## config.mk

```make
export PLATFORM = sky130hd
export DESIGN_NAME = hc_read_top
export DESIGN_NICKNAME = d
export VERILOG_FILES = /design/src/logic/hc_pkg.sv /design/src/logic/hc_frame_reader.sv /design/src/logic/hc_frame_writer.sv /design/src/logic/hc_read_arbiter.sv /design/src/logic/hc_read_top.sv /design/src/logic/hc_status_mgr.sv
export SDC_FILE = /design/constraint.sdc
export NUM_CORES = 1
export LEC_CHECK = 0
export ABC_AREA = 1
export BUFFER_PORTS_ARGS = -buffer_cell sky130_fd_sc_hd__buf_2
export CORE_MARGIN = 2
export CORE_UTILIZATION = 53
export DETAILED_ROUTE_END_ITERATION = 12
export PLACE_DENSITY = 0.8
export SYNTH_ARGS = -nofsm -noshare
export SYNTH_HDL_FRONTEND = slang
export SYNTH_HIERARCHICAL = 1
export SYNTH_SLANG_ARGS = --single-unit
export TNS_END_PERCENT = 30
```

## constraint.sdc

```tcl
create_clock -name clk -period 2.6 [get_ports clk]
set_input_delay 0.39 -clock clk [delete_from_list [all_inputs] [get_ports clk]]
set_output_delay 0.39 -clock clk [all_outputs]
set_load 0.01 [all_outputs]
```

## src/logic/hc_pkg.sv

```systemverilog
// Shared types of the read-request path: CSR, request, grant and channel
// structs, the request tag union and size constants
package hc_pkg;

    localparam int addr_width      = 32;
    localparam int tag_width       = 16;
    localparam int frame_idx_width = 6;
    localparam int line_idx_width  = 8;
    localparam int seq_width       = 14;
    localparam int interval_width  = 16;

    // Requester that owns a read request
    typedef enum logic [1:0] {
        src_reader,
        src_writer,
        src_status
    } t_req_src;

    // Frame traffic carries frame and line position in the tag
    typedef struct packed {
        t_req_src                   src;
        logic [frame_idx_width-1:0] frame;
        logic [line_idx_width-1:0]  line;
    } t_tag_frame;

    // Status polls carry a running sequence number instead
    typedef struct packed {
        t_req_src             src;
        logic [seq_width-1:0] seq;
    } t_tag_status;

    // The source field lines up in both views, so it selects the view
    typedef union packed {
        t_tag_frame  frame;
        t_tag_status status;
    } t_read_tag;

    typedef struct packed {
        logic [addr_width-1:0] addr;
        t_read_tag             tag;
    } t_read_hdr;

    // Request level plus the header it offers
    typedef struct packed {
        logic      request;
        t_read_hdr hdr;
    } t_read_req;

    typedef struct packed {
        logic can_issue;
        logic reader_grant;
        logic writer_grant;
        logic status_grant;
    } t_read_grant;

    // Count fields are one bit wider than the matching tag index
    typedef struct packed {
        logic                        hc_en;
        logic [addr_width-1:0]       reader_base;
        logic [frame_idx_width:0]    frame_count;
        logic [line_idx_width:0]     lines_per_frame;
        logic [addr_width-1:0]       ring_base;
        logic [line_idx_width:0]     ring_entries;
        logic [addr_width-1:0]       status_addr;
        logic [interval_width-1:0]   poll_interval;
        logic                        start;
    } t_hc_csrs;

    typedef struct packed {
        logic      valid;
        t_read_hdr hdr;
    } t_read_chan;

endpackage

```

## src/logic/hc_frame_reader.sv

```systemverilog
// Frame reader: walks the lines of consecutive frames and requests each one
`timescale 1ns/1ns

module hc_frame_reader
(
    input  logic                clk,
    input  logic                reset,
    input  hc_pkg::t_hc_csrs    csrs,
    input  hc_pkg::t_read_grant grant,
    output hc_pkg::t_read_req   req
);
    import hc_pkg::*;

    logic                       active;
    logic [frame_idx_width-1:0] frame;
    logic [line_idx_width-1:0]  line;
    // Frames are contiguous, so the line offset just counts up
    logic [addr_width-1:0]      offset;
    logic                       last_line;
    logic                       last_frame;

    assign last_line  = ({1'b0, line} == csrs.lines_per_frame - 1'b1);
    assign last_frame = ({1'b0, frame} == csrs.frame_count - 1'b1);

    always_ff @(posedge clk)
    begin
        if (reset)
        begin
            active <= 1'b0;
            frame  <= '0;
            line   <= '0;
            offset <= '0;
        end
        // Start wins over a grant in the same cycle and rewinds the walk
        else if (csrs.start)
        begin
            active <= (csrs.frame_count != '0) && (csrs.lines_per_frame != '0);
            frame  <= '0;
            line   <= '0;
            offset <= '0;
        end
        else if (active && grant.reader_grant)
        begin
            offset <= offset + 1'b1;
            if (last_line)
            begin
                line   <= '0;
                frame  <= frame + 1'b1;
                // Request drops after the final line of the final frame
                active <= !last_frame;
            end
            else
                line <= line + 1'b1;
        end
    end

    always_comb
    begin
        req.request             = active;
        req.hdr.addr            = csrs.reader_base + offset;
        req.hdr.tag.frame.src   = src_reader;
        req.hdr.tag.frame.frame = frame;
        req.hdr.tag.frame.line  = line;
    end

    // The offered header holds until the arbiter takes it
    a_hdr_stable: assert property (@(posedge clk) disable iff (reset)
        req.request && !grant.reader_grant && !csrs.start |=> $stable(req.hdr));

endmodule

```

## src/logic/hc_frame_writer.sv

```systemverilog
// Frame writer: fetches each entry of the write descriptor ring in order
`timescale 1ns/1ns

module hc_frame_writer
(
    input  logic                clk,
    input  logic                reset,
    input  hc_pkg::t_hc_csrs    csrs,
    input  hc_pkg::t_read_grant grant,
    output hc_pkg::t_read_req   req
);
    import hc_pkg::*;

    logic                      active;
    logic [line_idx_width-1:0] index;
    logic                      last_entry;

    assign last_entry = ({1'b0, index} == csrs.ring_entries - 1'b1);

    always_ff @(posedge clk)
    begin
        if (reset)
        begin
            active <= 1'b0;
            index  <= '0;
        end
        // An empty ring leaves the writer idle
        else if (csrs.start)
        begin
            active <= (csrs.ring_entries != '0);
            index  <= '0;
        end
        else if (active && grant.writer_grant)
        begin
            index  <= index + 1'b1;
            active <= !last_entry;
        end
    end

    // Ring entries reuse the frame view with frame 0 and the entry as line
    always_comb
    begin
        req.request             = active;
        req.hdr.addr            = csrs.ring_base + index;
        req.hdr.tag.frame.src   = src_writer;
        req.hdr.tag.frame.frame = '0;
        req.hdr.tag.frame.line  = index;
    end

endmodule

```

## src/logic/hc_read_arbiter.sv

```systemverilog
// Read-request arbiter with reader/writer fairness, issue gating on enable
// and channel fill, and the registered outgoing channel word
`timescale 1ns/1ns

module hc_read_arbiter
(
    input  logic                clk,
    input  logic                reset,
    input  hc_pkg::t_hc_csrs    csrs,
    input  hc_pkg::t_read_req   reader_req,
    input  hc_pkg::t_read_req   writer_req,
    input  hc_pkg::t_read_req   status_req,
    input  logic                almost_full,
    output hc_pkg::t_read_grant grant,
    output hc_pkg::t_read_chan  tx
);
    import hc_pkg::*;

    // Channel fill as seen one cycle earlier
    logic af_q;
    logic can_issue;

    // High once the reader has just won, so the writer gets the next turn
    logic favor_writer;

    t_read_hdr hdr_sel;
    logic      valid_sel;

    // Until the first sample after reset the channel counts as full
    always_ff @(posedge clk)
    begin
        if (reset)
            af_q <= 1'b1;
        else
            af_q <= almost_full;
    end

    assign can_issue = csrs.hc_en && !af_q;

    // Fairness only tracks reader wins; any other cycle hands the turn back
    always_ff @(posedge clk)
    begin
        if (reset)
            favor_writer <= 1'b0;
        else
            favor_writer <= grant.reader_grant;
    end

    always_comb
    begin
        grant.can_issue    = can_issue;
        grant.reader_grant = 1'b0;
        grant.writer_grant = 1'b0;
        grant.status_grant = 1'b0;
        valid_sel          = 1'b0;
        // Default to the reader header so the mux needs no zero leg
        hdr_sel            = reader_req.hdr;

        // Reader wins on its turn or when the writer is quiet
        if (reader_req.request && (!favor_writer || !writer_req.request))
        begin
            grant.reader_grant = can_issue;
            valid_sel          = can_issue;
        end
        else if (writer_req.request)
        begin
            hdr_sel            = writer_req.hdr;
            grant.writer_grant = can_issue;
            valid_sel          = can_issue;
        end
        // Status polls only fill otherwise idle slots
        else if (status_req.request)
        begin
            hdr_sel            = status_req.hdr;
            grant.status_grant = can_issue;
            valid_sel          = can_issue;
        end
    end

    // The granted header leaves exactly one cycle after its grant
    always_ff @(posedge clk)
    begin
        tx.hdr <= hdr_sel;
        if (reset)
            tx.valid <= 1'b0;
        else
            tx.valid <= valid_sel;
    end

    // Only one requester may advance in a cycle
    a_one_grant: assert property (@(posedge clk) disable iff (reset)
        $onehot0({grant.reader_grant, grant.writer_grant, grant.status_grant}));

    // A requester never advances past a request it did not make
    a_grant_has_req: assert property (@(posedge clk) disable iff (reset)
        (!grant.reader_grant || reader_req.request) &&
        (!grant.writer_grant || writer_req.request) &&
        (!grant.status_grant || status_req.request));

    // Back-pressure and enable must hold off the channel one cycle later
    a_no_tx_when_blocked: assert property (@(posedge clk) disable iff (reset)
        !grant.can_issue |=> !tx.valid);

endmodule

```

## src/logic/hc_read_top.sv

```systemverilog
// Read-request path top: three requesters around the read arbiter
`timescale 1ns/1ns

module hc_read_top
(
    input  logic               clk,
    input  logic               reset,
    input  hc_pkg::t_hc_csrs   csrs,
    input  logic               almost_full,
    output hc_pkg::t_read_chan tx
);
    import hc_pkg::*;

    t_read_req   reader_req;
    t_read_req   writer_req;
    t_read_req   status_req;
    // One grant word goes to all requesters, each reads only its own bit
    t_read_grant grant;

    hc_frame_reader u_reader
    (
        .clk   (clk),
        .reset (reset),
        .csrs  (csrs),
        .grant (grant),
        .req   (reader_req)
    );

    hc_frame_writer u_writer
    (
        .clk   (clk),
        .reset (reset),
        .csrs  (csrs),
        .grant (grant),
        .req   (writer_req)
    );

    hc_status_mgr u_status
    (
        .clk   (clk),
        .reset (reset),
        .csrs  (csrs),
        .grant (grant),
        .req   (status_req)
    );

    hc_read_arbiter u_arbiter
    (
        .clk         (clk),
        .reset       (reset),
        .csrs        (csrs),
        .reader_req  (reader_req),
        .writer_req  (writer_req),
        .status_req  (status_req),
        .almost_full (almost_full),
        .grant       (grant),
        .tx          (tx)
    );

endmodule

```

## src/logic/hc_status_mgr.sv

```systemverilog
// Status manager: interval timer that polls one status line
`timescale 1ns/1ns

module hc_status_mgr
(
    input  logic                clk,
    input  logic                reset,
    input  hc_pkg::t_hc_csrs    csrs,
    input  hc_pkg::t_read_grant grant,
    output hc_pkg::t_read_req   req
);
    import hc_pkg::*;

    logic [interval_width-1:0] count;
    logic [seq_width-1:0]      seq;
    logic                      expired;

    // The count parks at the interval, which holds the request up
    assign expired = (count >= csrs.poll_interval);

    always_ff @(posedge clk)
    begin
        if (reset)
        begin
            count <= '0;
            seq   <= '0;
        end
        // Each granted poll restarts the interval and bumps the sequence
        else if (grant.status_grant)
        begin
            count <= '0;
            seq   <= seq + 1'b1;
        end
        else if (csrs.hc_en && !expired)
            count <= count + 1'b1;
    end

    always_comb
    begin
        req.request            = expired;
        req.hdr.addr           = csrs.status_addr;
        req.hdr.tag.status.src = src_status;
        req.hdr.tag.status.seq = seq;
    end

endmodule

```

* Word level (Yosys, flattened, before mapping)
Cells that the tools add are included.
Word-level totals: logic and storage cells 70, input bits 142, bits in registers 137, output and inout port bits 49
Operators by class: multiplexer cells 16, eq/ne operators 3, order comparisons 1, add/subtract/negate cells 11, reductions and logical operators 24
Operators with widths (number):
- $mux 48 | 3
- $add 32x1->32 const B | 1
- $add 32x32->32 | 1
- $add 32x8->32 | 1
- $eq 8x9->1 | 2
- $reduce_bool 9->1 | 2
- $sub 9x1->9 const B | 2
- $add 16x1->16 const B | 1
- $add 8x1->8 const B | 2
- $ge 16x16->1 | 1
- $add 14x1->14 const B | 1
- $mux 1 | 11
- $mux 8 | 1
- $eq 6x7->1 | 1
- $reduce_bool 7->1 | 1
- $sub 7x1->7 const B | 1
- $add 6x1->6 const B | 1
- $logic_and 1x1->1 | 6
- $logic_not 1->1 | 6
- $reduce_bool 2->1 | 3
- $reduce_or 2->1 | 3
- $reduce_and 2->1 | 2
- $mux 2 | 1
- $logic_or 1x1->1 | 1

* Depth between registers and ports, before layout
Gate-level depths: netlist of the first run.
depth after elaboration 8, depth in mapped cells 24

* By module
The synthesis of the first run kept the hierarchy.
By module, submodules not included:
- hc_frame_reader | area each 5041.1 um^2, cells each 837, instances 1
- hc_read_arbiter | area each 2630.0 um^2, cells each 389, instances 1
- hc_status_mgr | area each 2348.5 um^2, cells each 365, instances 1
- hc_frame_writer | area each 1752.9 um^2, cells each 305, instances 1

* Worst setup path before layout of the first run
Ideal clock, no wire load.
kind input-to-reg, start point input csrs[4] (netlist bit), end point register u_status.seq[11], slack -187 ps, buffers on the path 5, data arrival time 2668 ps, setup time 119 ps, stages on the path 23, required time 2481 ps, cell sequence inv_1 ha_1 nand2_1 nor2_1 nor2_1 nand2_1 nand2_1 nand2_1 nand2_1 buf_2 nand2_1 buf_4 buf_4 buf_6 nand2_1 nor3_1 buf_4 nand2_1 nor2_2 nand4_1 or2_0 o21ai_1 a21oi_1
RTL lines:
- start, declared | line hc_read_top.sv:8 | input hc_pkg::t_hc_csrs csrs,
- end signal, assigned | line hc_status_mgr.sv:32 | seq <= seq + 1'b1;
- end, declared | line hc_status_mgr.sv:15 | logic [seq_width-1:0] seq;

==> impl_metrics.toml, run 1 <==
[timing]
min_period_ps = 2390
fin_hold_ws_ps = 149
hold_viol = 0
slew_violations = 0
clock.fmax_mhz = 419
finalCritPeriodShare_pct = 91.8
max_slew_margin_pct = 35.1
tns_ps = 0
finClkSkew_ps = 17.0
worst_pin_slew_ps = 973
setup_viol = 0
rsz0062_at_grt = "no"

[yosys]
postSynthAreaPerCell_um2 = 6.21
ys.warnings.count = 6
postSynthCellCount = 1895
syn-cell-area_um2 = 11800

[floorplan]
die_y_um = 153
ios = 191
core_area_um2 = 21800
core.rowCount = 54
start_util_pct = 53.9
die_w_um = 153
die_area_um2 = 23400

[clocking]
clock-sinks = 137
cts_hold_buf = 0
htree_levels = 4
cts_root_buf = "clkbuf_16"
clk_pin_slew_ps = 70
clockBufferDepth = 2
insertion_delay_ps = 440
cts_tree = "done"
cts_buffers = 17

[finish]
final_nets = 2270
drive_gt1_share_pct = 16.6
finish.instance_area_um2 = 13600
regArea_um2 = 2740
stdcell_count = 2357
area_growth_pct = 15.7
final_cell_mix = "nand2_1 (577), inv_1 (198), nor2_1 (198)"
final_common_cell = "nand2_1"
nFillCells = 2109
fin_util_pct = 62.4
multi_input_area_um2 = 7740

[routing]
drtPass1Iterations = 7
wire_per_inst_um = 14.7
routed_wl_um = 34700
vias_per_cell = 5.41
vias = 12800
drc = 0
drtAntennaViolNets = 0
drtIter0Drc = 833

[run_status]
status = "finished clean"

[placed_design]
place_inst = 2323
port_buffers = 190
gp_congestion = 0.916
postPlaceCellArea_um2 = 12900
dpl.hpwl_um = 27000

[pwr]
sw_frac_of_total_pct = 27.6
p_clk_share_pct = 46.6
p_sw_w = 0.00162
p_int_w = 0.00425
powerDensity_nw_per_um2 = 431
pwr-share-comb_pct = 15.3
leakage_nw = 6.57
peakVddDrop_v = 0.000400
p_seq_share_pct = 38.1

[grt]
track_usage_pct = 29.2
antenna_found_initial = 2
grt_pass1_vias = 12000
gr-total-overflow = 0
grt_max_degree = 97
grt_pass1_wl_um = 56700

[job]
max_cap_viol_count = 0

[setup_path]
rr_worst_depth = 14
cp_data_required_time_ps = 2920
worstPathMaxFanout = 5
cp-end-kind = "flip-flop"
start_kind = "flip-flop"
path_class = "reg -> reg"
worstPathArrival_ps = 2700

[worst_hold_path]
holdPathStages = 2
hold_path.class = "in -> reg"
==> layout make-up <==
type                            instances  area share (%)
Timing Repair Buffer                  235            9.71
Sequential cell                       137            20.2
Inverter                              209            5.89
Multi-Input combinational cell       1462            56.9
Tap cell                              280            2.57
Antenna cell                            2          0.0368
Clock buffer                           18            3.15
Clock inverter                         14            1.60
==> power groups by stage <==
stage	Clock [W]	Sequential [W]	Combinational, W
floorplan	0	0.00231	0.000537
global placement	0	0.00228	0.000864
detailed placement	0	0.00228	0.000888
CTS	0.00277	0.00223	0.000894
global route	0.00285	0.00224	0.00100
finish	0.00274	0.00224	0.000900
==> through the flow <==
stage	total power, W	worst slack (ps)
after global placement	0.00315	34.8
after CTS	0.00590	35.1
final	0.00587	214
after global routing	0.00609	12.0
after floorplan	0.00285	-101
after detailed placement	0.00317	-39.2
==> layer usage <==
layer	wire length [um]	GRT usage, %	vias up	part of all wire [%]
met5	0	0	-	0
met4	1230	11.7	0	3.5
met3	2140	4.82	86	6.2
met2	16700	51.8	462	48
met1	14600	35.2	5774	42
li1	-	-	6436	-
==> worst paths after layout <==
check                           slack [ps]                             from                       endpoint
worst max-delay path                   210  u_reader/offset[9]$_SDFFE_PP0P_       u_arbiter/tx[43]$_DFF_P_
worst min register to register         500    u_status/seq[12]$_SDFFE_PP0P_  u_status/seq[12]$_SDFFE_PP0P_
worst min-delay path                   150                      almost_full      u_arbiter/af_q$_SDFF_PP1_
worst max register to register         210  u_reader/offset[9]$_SDFFE_PP0P_       u_arbiter/tx[43]$_DFF_P_
==> state kept, by name (all words and copies together) (netlist names) <==
signal	count
u_arbiter/af_q	1
u_writer/active	1
u_reader/offset	32
u_status/seq	14
u_writer/index	8
u_arbiter/tx	49
u_status/count	16
u_arbiter/favor_writer	1
u_reader/frame	6
u_reader/line	8
u_reader/active	1
==> worst max-delay path, cell delays in order, from the launching register on <==
cell and delay, ps:
dfxtp_1 360, ha_1 400, nand2_1 130, nor2_1 160, inv_1 70, nor3_1 220, nand3_1 120, nand3_1 160
nand3_1 110, nand3_1 80, nand2_1 80, nand2_1 90, nand3_1 80, o211ai_1 150, nand2_1 70
==> timing repair <==
item,4_1_cts,5_1_grt
gates resized for setup,0,16
hold endpoints to repair,0,0
buffers inserted,0,0
setup endpoints to repair,0,43
Note: power is estimated with default switching activity, not from simulation.
==> run 2, diff against run 1 <==
==> constraint.sdc (replaced) <==
create_clock -name clk -period 2.6 [get_ports clk]
set_input_delay 0.13 -clock clk [delete_from_list [all_inputs] [get_ports clk]]
set_output_delay 0.13 -clock clk [all_outputs]
set_load 0.01 [all_outputs]
==> impl_metrics.toml, run 2 (synthesis gave the netlist of run 1 again) <==
[run_status]
status = "finished clean"

[finish]
largest_reg_flops = 49
regArea_um2 = 2750
area_growth_pct = 13.4
multi_input_area_um2 = 7680
final_common_cell = "nand2_1"
nFillCells = 2090
fin_util_pct = 61.1
drive_gt1_share_pct = 15.3
finish.instance_area_um2 = 13300
final_cell_mix = "nand2_1 (578), inv_1 (202), nor2_1 (198)"
reg.largest.list = "u_arbiter/tx: 49 flops, u_reader/offset: 32 flops, u_status/count: 16 flops"
stdcell_count = 2338
top_register = "u_arbiter/tx"
final_nets = 2251

[timing]
slew_violations = 0
finClkSkew_ps = 12.0
hold_viol = 0
worst_pin_slew_ps = 951
rsz0062_at_grt = "yes"
setup_viol = 0
max_slew_margin_pct = 36.6
tns_ps = 0
finalCritPeriodShare_pct = 92.4
min_period_ps = 2400
clock.fmax_mhz = 416

[clocking]
insertion_delay_ps = 430
cts_root_buf = "clkbuf_16"
clk_pin_slew_ps = 60
htree_levels = 4
clockBufferDepth = 2
clock-sinks = 137
cts_tree = "done"
cts_buffers = 17

[pwr]
finalPower_w = 0.00563
peakVddDrop_v = 0.000261
powerDensity_nw_per_um2 = 422
leakage_nw = 6.45

[job]
max_cap_viol_count = 0

[grt]
grt_max_degree = 97
gr-total-overflow = 0
grt_pass1_vias = 11600
antenna_found_initial = 2
grt_pass1_wl_um = 55500
track_usage_pct = 28.7

[routing]
drc = 0
drtIter0Drc = 1043
vias = 12600
wire_per_inst_um = 14.7
drtPass1Iterations = 7
routed_wl_um = 34400
drtAntennaViolNets = 0
vias_per_cell = 5.40

[worst_hold_path]
hold_path.class = "in -> reg"
holdPathStages = 3

[floorplan]
ios = 191
die_y_um = 153
start_util_pct = 53.9
core.rowCount = 54
die_area_um2 = 23400
die_w_um = 153
core_area_um2 = 21800

[setup_path]
cp_data_required_time_ps = 2970
cp-end-kind = "flip-flop"
worstPathArrival_ps = 2780
worstPathMaxFanout = 5
path_class = "reg -> reg"
start_kind = "flip-flop"
rr_worst_depth = 12

[placed_design]
gp_congestion = 0.941
postPlaceCellArea_um2 = 12700
dpl.hpwl_um = 26700
port_buffers = 190
place_inst = 2303
run 2: cell count changes in the layout (fill, tap and decap cells not counted), moves of 3 or more:
cell / previous run / this run
buf_4: 42 / 24
ha_1: 59 / 63
inv_1: 198 / 202
o21ai_1: 11 / 8
o21ai_0: 47 / 50
ha_4: 5 / 0
run 2: through the flow:
stage	setup slack [ps]	hold slack [ps]
global placement	222	317
finish	198	25.9
detailed placement	148	318
global route	-2.84	62.1
CTS	120	17.6
floorplan	-55.5	199
run 2: final cells by class:
| class | instances | share of cell area, % |
|---|---|---|
| Antenna cell | 2 | 0.0375 |
| Clock inverter | 10 | 1.06 |
| Multi-Input combinational cell | 1462 | 57.6 |
| Sequential cell | 137 | 20.6 |
| Tap cell | 280 | 2.63 |
| Inverter | 209 | 5.92 |
| Clock buffer | 22 | 3.48 |
| Timing Repair Buffer | 216 | 8.70 |
run 2: repair_timing:
item | in CTS | in global routing
hold buffers | 1 | 0
resized for setup | 0 | 12
setup endpoints to repair | 0 | 13
buffers inserted | 0 | 0
endpoints found under the hold margin | 1 | 0
run 2: critical path: stages, from the launching register on:
cell	delay, ps
dfxtp_1	330
ha_1	410
nand2_1	120
nor2_1	150
inv_1	80
nor3_1	290
nand2_1	90
o21ai_0	250
xor2_1	290
nand2_1	90
nand3_1	70
o211ai_1	100
nand2_1	90
run 2: path summary, 6_finish.rpt:
| check | start | slack (ps) | end |
|---|---|---|---|
| worst max-delay path | u_reader/offset[14]$_SDFFE_PP0P_ | 200 | u_arbiter/tx[34]$_DFF_P_ |
| worst min-delay path | csrs[0] | 30 | u_writer/active$_SDFFE_PP0P_ |
| worst max register to register | u_reader/offset[14]$_SDFFE_PP0P_ | 200 | u_arbiter/tx[34]$_DFF_P_ |
| worst min register to register | u_status/seq[9]$_SDFFE_PP0P_ | 510 | u_status/seq[9]$_SDFFE_PP0P_ |
run 2: report_power, final:
| part | internal (W) | switching, W |
|---|---|---|
| Combinational | 0.000337 | 0.000550 |
| Clock | 0.00156 | 0.000957 |
| Sequential | 0.00219 | 0.0000352 |
run 2: per-layer routing:
layer | share of wire [%] | vias to the layer above | global-route usage [%]
li1 | - | 6391 | -
met1 | 41 | 5670 | 35.2
met2 | 48 | 488 | 49.4
met3 | 7.3 | 84 | 5.36
met4 | 3.5 | 0 | 11.7
met5 | 0 | - | 0
